`config.mk`:
```
export PLATFORM = sky130hd
export DESIGN_NAME = ps_subsystem_top
export DESIGN_NICKNAME = d
export VERILOG_FILES = /design/src/rtl/ps_bus_pkg.sv /design/src/rtl/axi_gp_slave.sv /design/src/rtl/sys_bus_decoder.sv /design/src/rtl/housekeeping_regs.sv /design/src/rtl/sys_bus_ram.sv /design/src/rtl/ps_subsystem_top.sv
export SDC_FILE = /design/constraint.sdc
export NUM_CORES = 2
export LEC_CHECK = 0
export ABC_AREA = 1
export BUFFER_PORTS_ARGS = -buffer_cell sky130_fd_sc_hd__clkbuf_2
export CORE_MARGIN = 1.5
export CORE_UTILIZATION = 38
export DETAILED_ROUTE_END_ITERATION = 10
export GPL_ROUTABILITY_DRIVEN = 0
export SETUP_SLACK_MARGIN = 0.1
export SKIP_LAST_GASP = 1
export SLEW_MARGIN = 40
export SYNTH_ARGS = -nofsm -noshare
export SYNTH_HDL_FRONTEND = slang
export SYNTH_SLANG_ARGS = --single-unit
```
`constraint.sdc`:
```
create_clock -name clk -period 5.4 [get_ports clk]
set_input_delay 1.62 -clock clk [delete_from_list [all_inputs] [get_ports clk]]
set_output_delay 1.62 -clock clk [all_outputs]
set_load 0.02 [all_outputs]
```
`src/rtl/ps_bus_pkg.sv`:
```
/*
 * Shared AXI and system bus types for the PS wrapper.
 * AXI side carries single-beat transfers only (no len, burst or last).
 * Region code sits in address bits 22..20, offset in the bits below.
 */
`default_nettype none

package ps_bus_pkg;

  // Meaningful widths
  typedef logic [31:0] addr_t;
  typedef logic [31:0] data_t;
  typedef logic [ 3:0] strb_t;
  typedef logic [11:0] axi_id_t;
  typedef logic [ 2:0] region_t;

  typedef enum logic [1:0] {
    OKAY   = 2'd0,
    SLVERR = 2'd2
  } axi_resp_e;

  // AXI channel payloads
  typedef struct packed {
    axi_id_t id;
    addr_t   addr;
  } axi_aw_t;

  typedef struct packed {
    axi_id_t id;
    addr_t   addr;
  } axi_ar_t;

  typedef struct packed {
    data_t data;
    strb_t strb;
  } axi_w_t;

  typedef struct packed {
    axi_id_t   id;
    axi_resp_e resp;
  } axi_b_t;

  typedef struct packed {
    axi_id_t   id;
    data_t     data;
    axi_resp_e resp;
  } axi_r_t;

  // System bus, wen/ren are single-cycle pulses
  typedef struct packed {
    addr_t addr;
    data_t wdata;
    strb_t sel;
    logic  wen;
    logic  ren;
  } sys_req_t;

  typedef struct packed {
    data_t rdata;
    logic  ack;
    logic  err;
  } sys_rsp_t;

  typedef enum logic [1:0] {
    IDLE,
    WAIT_ACK,
    SEND_B,
    SEND_R
  } slave_state_e;

  localparam data_t   HK_ID      = 32'h5250_0001;
  localparam region_t REGION_HK  = 3'd0;
  localparam region_t REGION_RAM = 3'd1;

  // Byte-lane merge under a strobe mask
  function automatic data_t merge_strb(data_t old_word, data_t new_word, strb_t strb);
    data_t res;
    res = old_word;
    for (int i = 0; i < 4; i++) begin
      if (strb[i]) begin
        res[8*i +: 8] = new_word[8*i +: 8];
      end
    end
    return res;
  endfunction

endpackage

`default_nettype wire

```
`src/rtl/axi_gp_slave.sv`:
```
/*
 * Single-beat AXI slave that masters the system bus.
 * Burst length is assumed zero and WLAST is not looked at.
 * One transaction in flight; reads win over writes when both wait.
 */
`timescale 1ns/1ps
`default_nettype none

module axi_gp_slave (
  input  wire logic                 clk,
  input  wire logic                 rst_n,
  // Write address / data
  input  wire ps_bus_pkg::axi_aw_t  aw,
  input  wire logic                 aw_valid,
  output logic                      aw_ready,
  input  wire ps_bus_pkg::axi_w_t   w,
  input  wire logic                 w_valid,
  output logic                      w_ready,
  // Write response
  output ps_bus_pkg::axi_b_t        b,
  output logic                      b_valid,
  input  wire logic                 b_ready,
  // Read address
  input  wire ps_bus_pkg::axi_ar_t  ar,
  input  wire logic                 ar_valid,
  output logic                      ar_ready,
  // Read data
  output ps_bus_pkg::axi_r_t        r,
  output logic                      r_valid,
  input  wire logic                 r_ready,
  // System bus master side
  output ps_bus_pkg::sys_req_t      req,
  input  wire ps_bus_pkg::sys_rsp_t rsp
);

  ////////////////////////////////////////////////////////////////////////////
  // Handshake decode
  ////////////////////////////////////////////////////////////////////////////

  ps_bus_pkg::slave_state_e state_q;

  logic ar_hs;
  logic aw_hs;

  // Control
  logic is_rd_q;
  logic wen_q;
  logic ren_q;

  // Latched payload
  ps_bus_pkg::axi_id_t   id_q;
  ps_bus_pkg::addr_t     addr_q;
  ps_bus_pkg::data_t     wdata_q;
  ps_bus_pkg::strb_t     strb_q;
  ps_bus_pkg::data_t     rdata_q;
  ps_bus_pkg::axi_resp_e resp_q;

  // Reads take priority, so write ready stays low while ARVALID is up
  assign ar_ready = (state_q == ps_bus_pkg::IDLE) && ar_valid;
  assign aw_ready = (state_q == ps_bus_pkg::IDLE) && !ar_valid && aw_valid && w_valid;
  // AW and W accepted together
  assign w_ready  = aw_ready;

  assign ar_hs = ar_valid && ar_ready;
  assign aw_hs = aw_valid && aw_ready;

  ////////////////////////////////////////////////////////////////////////////
  // FSM
  ////////////////////////////////////////////////////////////////////////////

  always_ff @(posedge clk or negedge rst_n) begin
    if (!rst_n) begin
      state_q <= ps_bus_pkg::IDLE;
      is_rd_q <= 1'b0;
      wen_q   <= 1'b0;
      ren_q   <= 1'b0;
    end else begin
      // Bus strobes are single pulses
      wen_q <= 1'b0;
      ren_q <= 1'b0;
      case (state_q)
        ps_bus_pkg::IDLE: begin
          if (ar_hs) begin
            is_rd_q <= 1'b1;
            ren_q   <= 1'b1;
            state_q <= ps_bus_pkg::WAIT_ACK;
          end else if (aw_hs) begin
            is_rd_q <= 1'b0;
            wen_q   <= 1'b1;
            state_q <= ps_bus_pkg::WAIT_ACK;
          end
        end
        ps_bus_pkg::WAIT_ACK: begin
          // Wait for the responder, however long it takes
          if (rsp.ack) begin
            state_q <= is_rd_q ? ps_bus_pkg::SEND_R : ps_bus_pkg::SEND_B;
          end
        end
        ps_bus_pkg::SEND_B: begin
          if (b_ready) begin
            state_q <= ps_bus_pkg::IDLE;
          end
        end
        ps_bus_pkg::SEND_R: begin
          if (r_ready) begin
            state_q <= ps_bus_pkg::IDLE;
          end
        end
        default: state_q <= ps_bus_pkg::IDLE;
      endcase
    end
  end

  ////////////////////////////////////////////////////////////////////////////
  // Payload capture
  ////////////////////////////////////////////////////////////////////////////

  always_ff @(posedge clk) begin
    if (ar_hs) begin
      id_q   <= ar.id;
      addr_q <= ar.addr;
    end else if (aw_hs) begin
      id_q    <= aw.id;
      addr_q  <= aw.addr;
      wdata_q <= w.data;
      strb_q  <= w.strb;
    end
    // Response captured once, held steady through back-pressure
    if ((state_q == ps_bus_pkg::WAIT_ACK) && rsp.ack) begin
      resp_q  <= rsp.err ? ps_bus_pkg::SLVERR : ps_bus_pkg::OKAY;
      // Erroring read returns zero
      rdata_q <= rsp.err ? '0 : rsp.rdata;
    end
  end

  ////////////////////////////////////////////////////////////////////////////
  // Outputs
  ////////////////////////////////////////////////////////////////////////////

  assign req.addr  = addr_q;
  assign req.wdata = wdata_q;
  assign req.sel   = strb_q;
  assign req.wen   = wen_q;
  assign req.ren   = ren_q;

  assign b_valid = (state_q == ps_bus_pkg::SEND_B);
  assign b.id    = id_q;
  assign b.resp  = resp_q;

  assign r_valid = (state_q == ps_bus_pkg::SEND_R);
  assign r.id    = id_q;
  assign r.data  = rdata_q;
  assign r.resp  = resp_q;

endmodule

`default_nettype wire

```
`src/rtl/sys_bus_decoder.sv`:
```
/*
 * Address-region router for the system bus.
 * Region = addr[22:20]; unmapped regions answer with err one cycle later.
 * Assumes only one request outstanding at a time.
 */
`timescale 1ns/1ps
`default_nettype none

module sys_bus_decoder (
  input  wire logic                 clk,
  input  wire logic                 rst_n,
  input  wire ps_bus_pkg::sys_req_t req,
  output ps_bus_pkg::sys_rsp_t      rsp,
  // Housekeeping
  output ps_bus_pkg::sys_req_t      hk_req,
  input  wire ps_bus_pkg::sys_rsp_t hk_rsp,
  // Data memory
  output ps_bus_pkg::sys_req_t      ram_req,
  input  wire ps_bus_pkg::sys_rsp_t ram_rsp
);

  ps_bus_pkg::region_t region;
  ps_bus_pkg::region_t sel_q;

  logic hit_hk;
  logic hit_ram;
  logic err_ack_q;

  assign region  = req.addr[22:20];
  assign hit_hk  = (region == ps_bus_pkg::REGION_HK);
  assign hit_ram = (region == ps_bus_pkg::REGION_RAM);

  // Strobes only reach the addressed peripheral
  always_comb begin
    hk_req      = req;
    hk_req.wen  = req.wen & hit_hk;
    hk_req.ren  = req.ren & hit_hk;
    ram_req     = req;
    ram_req.wen = req.wen & hit_ram;
    ram_req.ren = req.ren & hit_ram;
  end

  // Remember who owns the pending response
  always_ff @(posedge clk or negedge rst_n) begin
    if (!rst_n) begin
      sel_q     <= ps_bus_pkg::REGION_HK;
      err_ack_q <= 1'b0;
    end else begin
      if (req.wen || req.ren) begin
        sel_q <= region;
      end
      err_ack_q <= (req.wen || req.ren) && !hit_hk && !hit_ram;
    end
  end

  // Response mux
  always_comb begin
    case (sel_q)
      ps_bus_pkg::REGION_HK:  rsp = hk_rsp;
      ps_bus_pkg::REGION_RAM: rsp = ram_rsp;
      default: begin
        rsp.rdata = '0;
        rsp.ack   = err_ack_q;
        rsp.err   = err_ack_q;
      end
    endcase
  end

endmodule

`default_nettype wire

```
`src/rtl/housekeeping_regs.sv`:
```
/*
 * Housekeeping registers: ID (RO), LED, scratch.
 * LED_W must be 1..32; LED bits all follow strobe byte 0.
 * Unknown offsets read zero and drop writes, no error.
 */
`timescale 1ns/1ps
`default_nettype none

module housekeeping_regs #(
  parameter int LED_W = 8
) (
  input  wire logic                 clk,
  input  wire logic                 rst_n,
  input  wire ps_bus_pkg::sys_req_t req,
  output ps_bus_pkg::sys_rsp_t      rsp,
  output logic [LED_W-1:0]          led
);

  // Word offsets inside the region
  localparam logic [17:0] WORD_ID      = 18'd0;
  localparam logic [17:0] WORD_LED     = 18'd1;
  localparam logic [17:0] WORD_SCRATCH = 18'd2;

  logic [17:0]       word;
  logic [LED_W-1:0]  led_q;
  ps_bus_pkg::data_t scratch_q;
  ps_bus_pkg::data_t rd_word;
  ps_bus_pkg::data_t rdata_q;
  logic              ack_q;

  // Byte bits 1..0 ignored
  assign word = req.addr[19:2];

  ////////////////////////////////////////////////////////////////////////////
  // Register writes
  ////////////////////////////////////////////////////////////////////////////

  always_ff @(posedge clk or negedge rst_n) begin
    if (!rst_n) begin
      led_q     <= '0;
      scratch_q <= '0;
      ack_q     <= 1'b0;
    end else begin
      ack_q <= req.wen || req.ren;
      if (req.wen) begin
        if ((word == WORD_LED) && req.sel[0]) begin
          led_q <= req.wdata[LED_W-1:0];
        end
        if (word == WORD_SCRATCH) begin
          scratch_q <= ps_bus_pkg::merge_strb(scratch_q, req.wdata, req.sel);
        end
        // ID write acked but has no effect
      end
    end
  end

  ////////////////////////////////////////////////////////////////////////////
  // Readback
  ////////////////////////////////////////////////////////////////////////////

  always_comb begin
    rd_word = '0;
    case (word)
      WORD_ID:      rd_word = ps_bus_pkg::HK_ID;
      WORD_LED:     rd_word[LED_W-1:0] = led_q;
      WORD_SCRATCH: rd_word = scratch_q;
      default:      rd_word = '0;
    endcase
  end

  always_ff @(posedge clk) begin
    if (req.ren) begin
      rdata_q <= rd_word;
    end
  end

  assign rsp.rdata = rdata_q;
  assign rsp.ack   = ack_q;
  assign rsp.err   = 1'b0;
  assign led       = led_q;

endmodule

`default_nettype wire

```
`src/rtl/sys_bus_ram.sv`:
```
/*
 * Word RAM on the system bus, byte-masked writes.
 * RAM_DEPTH must be a power of two; addresses alias inside the region.
 * Contents come up undefined.
 */
`timescale 1ns/1ps
`default_nettype none

module sys_bus_ram #(
  parameter int RAM_DEPTH = 64
) (
  input  wire logic                 clk,
  input  wire logic                 rst_n,
  input  wire ps_bus_pkg::sys_req_t req,
  output ps_bus_pkg::sys_rsp_t      rsp
);

  localparam int IDX_W = $clog2(RAM_DEPTH);

  ps_bus_pkg::data_t mem [RAM_DEPTH];
  ps_bus_pkg::data_t rdata_q;
  logic [IDX_W-1:0]  idx;
  logic              ack_q;

  // Byte address to word index, upper bits dropped
  assign idx = req.addr[IDX_W+1:2];

  always_ff @(posedge clk) begin
    if (req.wen) begin
      mem[idx] <= ps_bus_pkg::merge_strb(mem[idx], req.wdata, req.sel);
    end
    if (req.ren) begin
      rdata_q <= mem[idx];
    end
  end

  // One-cycle ack
  always_ff @(posedge clk or negedge rst_n) begin
    if (!rst_n) begin
      ack_q <= 1'b0;
    end else begin
      ack_q <= req.wen || req.ren;
    end
  end

  assign rsp.rdata = rdata_q;
  assign rsp.ack   = ack_q;
  assign rsp.err   = 1'b0;

endmodule

`default_nettype wire

```
`src/rtl/ps_subsystem_top.sv`:
```
/*
 * PL side of the PS wrapper: AXI GP slave, decoder, housekeeping, RAM.
 * Region 0 = housekeeping, region 1 = RAM, others answer SLVERR.
 */
`timescale 1ns/1ps
`default_nettype none

module ps_subsystem_top #(
  parameter int RAM_DEPTH = 64,
  parameter int LED_W     = 8
) (
  input  wire logic                clk,
  input  wire logic                rst_n,
  // AXI GP port
  input  wire ps_bus_pkg::axi_aw_t aw,
  input  wire logic                aw_valid,
  output logic                     aw_ready,
  input  wire ps_bus_pkg::axi_w_t  w,
  input  wire logic                w_valid,
  output logic                     w_ready,
  output ps_bus_pkg::axi_b_t       b,
  output logic                     b_valid,
  input  wire logic                b_ready,
  input  wire ps_bus_pkg::axi_ar_t ar,
  input  wire logic                ar_valid,
  output logic                     ar_ready,
  output ps_bus_pkg::axi_r_t       r,
  output logic                     r_valid,
  input  wire logic                r_ready,
  output logic [LED_W-1:0]         led
);

  //////////////////////////////////////////////////////////////////////////
  // System bus wiring
  //////////////////////////////////////////////////////////////////////////

  ps_bus_pkg::sys_req_t bus_req;
  ps_bus_pkg::sys_rsp_t bus_rsp;
  ps_bus_pkg::sys_req_t hk_req;
  ps_bus_pkg::sys_rsp_t hk_rsp;
  ps_bus_pkg::sys_req_t ram_req;
  ps_bus_pkg::sys_rsp_t ram_rsp;

  axi_gp_slave u_axi_gp_slave (
    .clk      (clk),
    .rst_n    (rst_n),
    .aw       (aw),
    .aw_valid (aw_valid),
    .aw_ready (aw_ready),
    .w        (w),
    .w_valid  (w_valid),
    .w_ready  (w_ready),
    .b        (b),
    .b_valid  (b_valid),
    .b_ready  (b_ready),
    .ar       (ar),
    .ar_valid (ar_valid),
    .ar_ready (ar_ready),
    .r        (r),
    .r_valid  (r_valid),
    .r_ready  (r_ready),
    .req      (bus_req),
    .rsp      (bus_rsp)
  );

  sys_bus_decoder u_sys_bus_decoder (
    .clk     (clk),
    .rst_n   (rst_n),
    .req     (bus_req),
    .rsp     (bus_rsp),
    .hk_req  (hk_req),
    .hk_rsp  (hk_rsp),
    .ram_req (ram_req),
    .ram_rsp (ram_rsp)
  );

  // Peripherals
  housekeeping_regs #(
    .LED_W (LED_W)
  ) u_housekeeping_regs (
    .clk   (clk),
    .rst_n (rst_n),
    .req   (hk_req),
    .rsp   (hk_rsp),
    .led   (led)
  );

  sys_bus_ram #(
    .RAM_DEPTH (RAM_DEPTH)
  ) u_sys_bus_ram (
    .clk   (clk),
    .rst_n (rst_n),
    .req   (ram_req),
    .rsp   (ram_rsp)
  );

endmodule

`default_nettype wire

```
==> results.json <==
{
  "drt-total-wl_mm": 265,
  "worstPathArrival_ps": 4690,
  "period_needed_ps": 4160,
  "min_from": "u_axi_gp_slave.is_rd_q",
  "drc": 0,
  "dp.cells": 10600,
  "worstPathRequired_ps": 5930,
  "internal_power_w": 0.0351,
  "status": "finished clean",
  "port-buffer-count": 179,
  "die_y_um": 493,
  "ys_types": 31,
  "ios": 204,
  "via_per_inst": 5.43,
  "finalSetupViolCount": 0,
  "nNetsFinal": 7842,
  "timing.fmax_ghz": 0.241,
  "start_util_pct": 38.3,
  "cts.path.max_buffers": 3,
  "grtUsageTotal_pct": 21.3,
  "layout.cells.most_common": "nand2_1",
  "critPathMaxFanout": 140,
  "ys_warn_count": 0,
  "fin_cells": 11100,
  "r2r_slack_ps": 1240,
  "reg2regPathDepth": 11,
  "p_leak_nw": 36.8,
  "routedWlPerCell_um": 23.9,
  "dp_hpwl_mm": 147,
  "clk_latency_ps": 860,
  "clkTransAtPathRegs_ps": 60,
  "drive_gt1_share_pct": 10.6,
  "setup_tns_ps": 0,
  "dieArea_um2": 243000,
  "power_density_nw_per_um2": 551,
  "peakVddDrop_uv": 385,
  "total_power_w": 0.0571,
  "cts_tree": "yes",
  "fin_util_pct": 43.5,
  "drv_slew": 0,
  "antenna_left": 0,
  "grt_setup_unrepaired": "no",
  "post-place-ws_ps": 1300,
  "crit_type": "flip-flop to flip-flop",
  "drtPass1Iterations": 8,
  "postCtsSetupBuffers": 0,
  "synthesis.area_um2": 91200,
  "syn_to_final_growth_pct": 13.6,
  "p_seq_share_pct": 39.4,
  "cts_max_level": 4,
  "yosys_register_bits": 2271,
  "fin_skew_ps": 36.9,
  "hold_buffers": 0,
  "setup_slack_ps": 1240,
  "grt_pass1_vias": 56500,
  "tightest_slew_ps": 887,
  "core_area_um2": 238000,
  "yosysSeqAreaShare_pct": 74.4,
  "swShare_pct": 38.5,
  "vias": 60100,
  "crit_path_start_kind": "flip-flop",
  "row_count": 179,
  "end_kind": "flip-flop",
  "drtIter0Drc": 7326,
  "hold_viol": 0,
  "drv_cap": 0,
  "synth.avg_cell_area_um2": 12.1,
  "clkPwrFrac_pct": 26.3,
  "maxSlewHeadroom_pct": 40.7,
  "antenna_found_initial": 7,
  "pwr-share-comb_pct": 34.3,
  "cts.sinks": 2271,
  "r2r_end": "u_sys_bus_ram.mem[35][14]",
  "die_w_um": 493,
  "holdPathEnd": "u_axi_gp_slave.is_rd_q",
  "post_cts_resized": 0,
  "p_sw_w": 0.0220,
  "root_buffer": "clkbuf_16",
  "grt_overflow_total": 0,
  "synth_cells": 7571,
  "hp-class": "flip-flop to flip-flop",
  "cts_made_buffers": 223,
  "grt_start_max_net_pins": 196,
  "period_share_pct": 77.0,
  "grt_pass1_wl_mm": 382,
  "final_cell_mix": "2411 x nand2_1, 2214 x edfxtp_1, 2038 x nand3_1",
  "holdPathStages": 2
}
==> power by group through the flow <==
| stage | logic [W] | registers [W] | clock network, W |
|---|---|---|---|
| final | 0.0196 | 0.0225 | 0.0150 |
| after global routing | 0.0211 | 0.0225 | 0.0158 |
| after CTS | 0.0193 | 0.0225 | 0.0152 |
| after detailed placement | 0.0193 | 0.0229 | 0 |
| after global placement | 0.0190 | 0.0229 | 0 |
| after floorplan | 0.0114 | 0.0229 | 0 |
==> layout make-up <==
type                            count  area (µm²)
Fill cell                       21600      135000
Sequential cell                  2271       67900
Multi-Input combinational cell   4704       21100
Clock buffer                      282        5910
Tap cell                         3167        3960
Timing Repair Buffer              402        3260
Clock inverter                    130        1060
Inverter                          109         445
Antenna cell                        3        7.51
==> worst max-delay path by stage <==
stage / start / slack [ps] / end / cells past startpoint
3_3_place_gp: flip-flop / 1390 / u_sys_bus_ram.mem[33][1] / 10
3_5_place_dp: flip-flop / 1300 / u_sys_bus_ram.mem[37][12] / 10
5_1_grt: flip-flop / 1050 / u_sys_bus_ram.mem[16][28] / 11
6_report: flip-flop / 1240 / u_sys_bus_ram.mem[35][14] / 11
4_1_cts: flip-flop / 1270 / u_sys_bus_ram.mem[37][12] / 10
2_1_floorplan: ar_valid / 1290 / ar_ready / 4
==> state kept, by name (all words and copies together), names as in the netlist, named ones only <==
signal	count
u_housekeeping_regs.ack_q	1
u_sys_bus_decoder.err_ack_q	1
u_axi_gp_slave.wen_q	1
u_axi_gp_slave.wdata_q	32
u_sys_bus_ram.ack_q	1
u_housekeeping_regs.led	8
u_axi_gp_slave.state_q	2
u_axi_gp_slave.id_q	12
u_axi_gp_slave.strb_q	4
u_axi_gp_slave.addr_q	21
u_axi_gp_slave.is_rd_q	1
u_axi_gp_slave.rdata_q	32
u_sys_bus_decoder.sel_q	3
u_sys_bus_ram.rdata_q	32
u_sys_bus_ram.mem	2048
u_housekeeping_regs.rdata_q	32
u_axi_gp_slave.ren_q	1
u_axi_gp_slave.resp_q	1
u_housekeeping_regs.scratch_q	32
==> worst max-delay path: stages (launching register included) <==
cell	delay [ps]
dfxtp_4	510
inv_16	540
buf_4	530
nand2_1	110
nand3_1	90
nand3_1	80
nand3_1	100
nand3_1	350
nand3_1	250
nand3_1	130
nand2_2	350
buf_4	640
==> logic make-up (layout without fill, tap and decap cells) <==
| kind of cell | after synthesis | count (layout) | synth area share [%] |
|---|---|---|---|
| and+or+nand+nor | 4649 | 4649 | 22.1 |
| DFF | 2271 | 2271 | 74.4 |
| buffers and inverters | 597 | 923 | 3.21 |
| other | 1 | 5 | 0.00411 |
| AOI/OAI and AO/OA | 52 | 52 | 0.288 |
| muxes | 1 | 1 | 0.0123 |
==> layer usage <==
| layer | vias up | track usage (%) | routed length (µm) |
|---|---|---|---|
| met2 | 2743 | 33.7 | 123000 |
| met3 | 482 | 4.04 | 24300 |
| met1 | 29800 | 28.8 | 107000 |
| met5 | - | 0 | 13 |
| met4 | 2 | 8.66 | 11000 |
| li1 | 27100 | - | - |
==> Yosys cell counts <==
| library cell | count | area share [%] |
|---|---|---|
| nand2_1 | 2445 | 10 |
| edfxtp_1 | 2214 | 73 |
| nand3_1 | 2043 | 11 |
| buf_2 | 269 | 1.5 |
| nor2_1 | 113 | 0.46 |
| clkbuf_1 | 102 | 0.42 |
| inv_1 | 98 | 0.40 |
| buf_4 | 56 | 0.46 |
| dfrtp_1 | 51 | 1.4 |
| buf_1 | 43 | 0.18 |
| o21ai_0 | 42 | 0.23 |
| and2_1 | 31 | 0.21 |
| buf_6 | 18 | 0.22 |
| o21ai_1 | 8 | 0.044 |
| clkinv_1 | 6 | 0.025 |
| dfxtp_1 | 6 | 0.13 |
| nand2_2 | 6 | 0.041 |
| inv_2 | 4 | 0.016 |
| nand4_1 | 2 | 0.014 |
| nor2_2 | 2 | 0.014 |
| nor4_2 | 2 | 0.027 |
| a21oi_1 | 1 | 0.0055 |
| conb_1 | 1 | 0.0041 |
| inv_4 | 1 | 0.0069 |
| mux2_2 | 1 | 0.012 |
| nand3b_1 | 1 | 0.0082 |
| nor2_4 | 1 | 0.012 |
| nor3_2 | 1 | 0.011 |
| nor4_1 | 1 | 0.0069 |
| o21a_1 | 1 | 0.0082 |
| or2_1 | 1 | 0.0069 |
==> metrics by stage <==
| stage | hold slack, ps | cell area, µm² |
|---|---|---|
| 2_1_floorplan | 437 | 91200 |
| 3_3_place_gp | 456 | 96200 |
| 3_5_place_dp | 459 | 96500 |
| 4_1_cts | 474 | 103000 |
| 5_1_grt | 486 | 104000 |
| 6_report | 472 | 104000 |
Note: power is estimated with default switching activity, not from simulation.
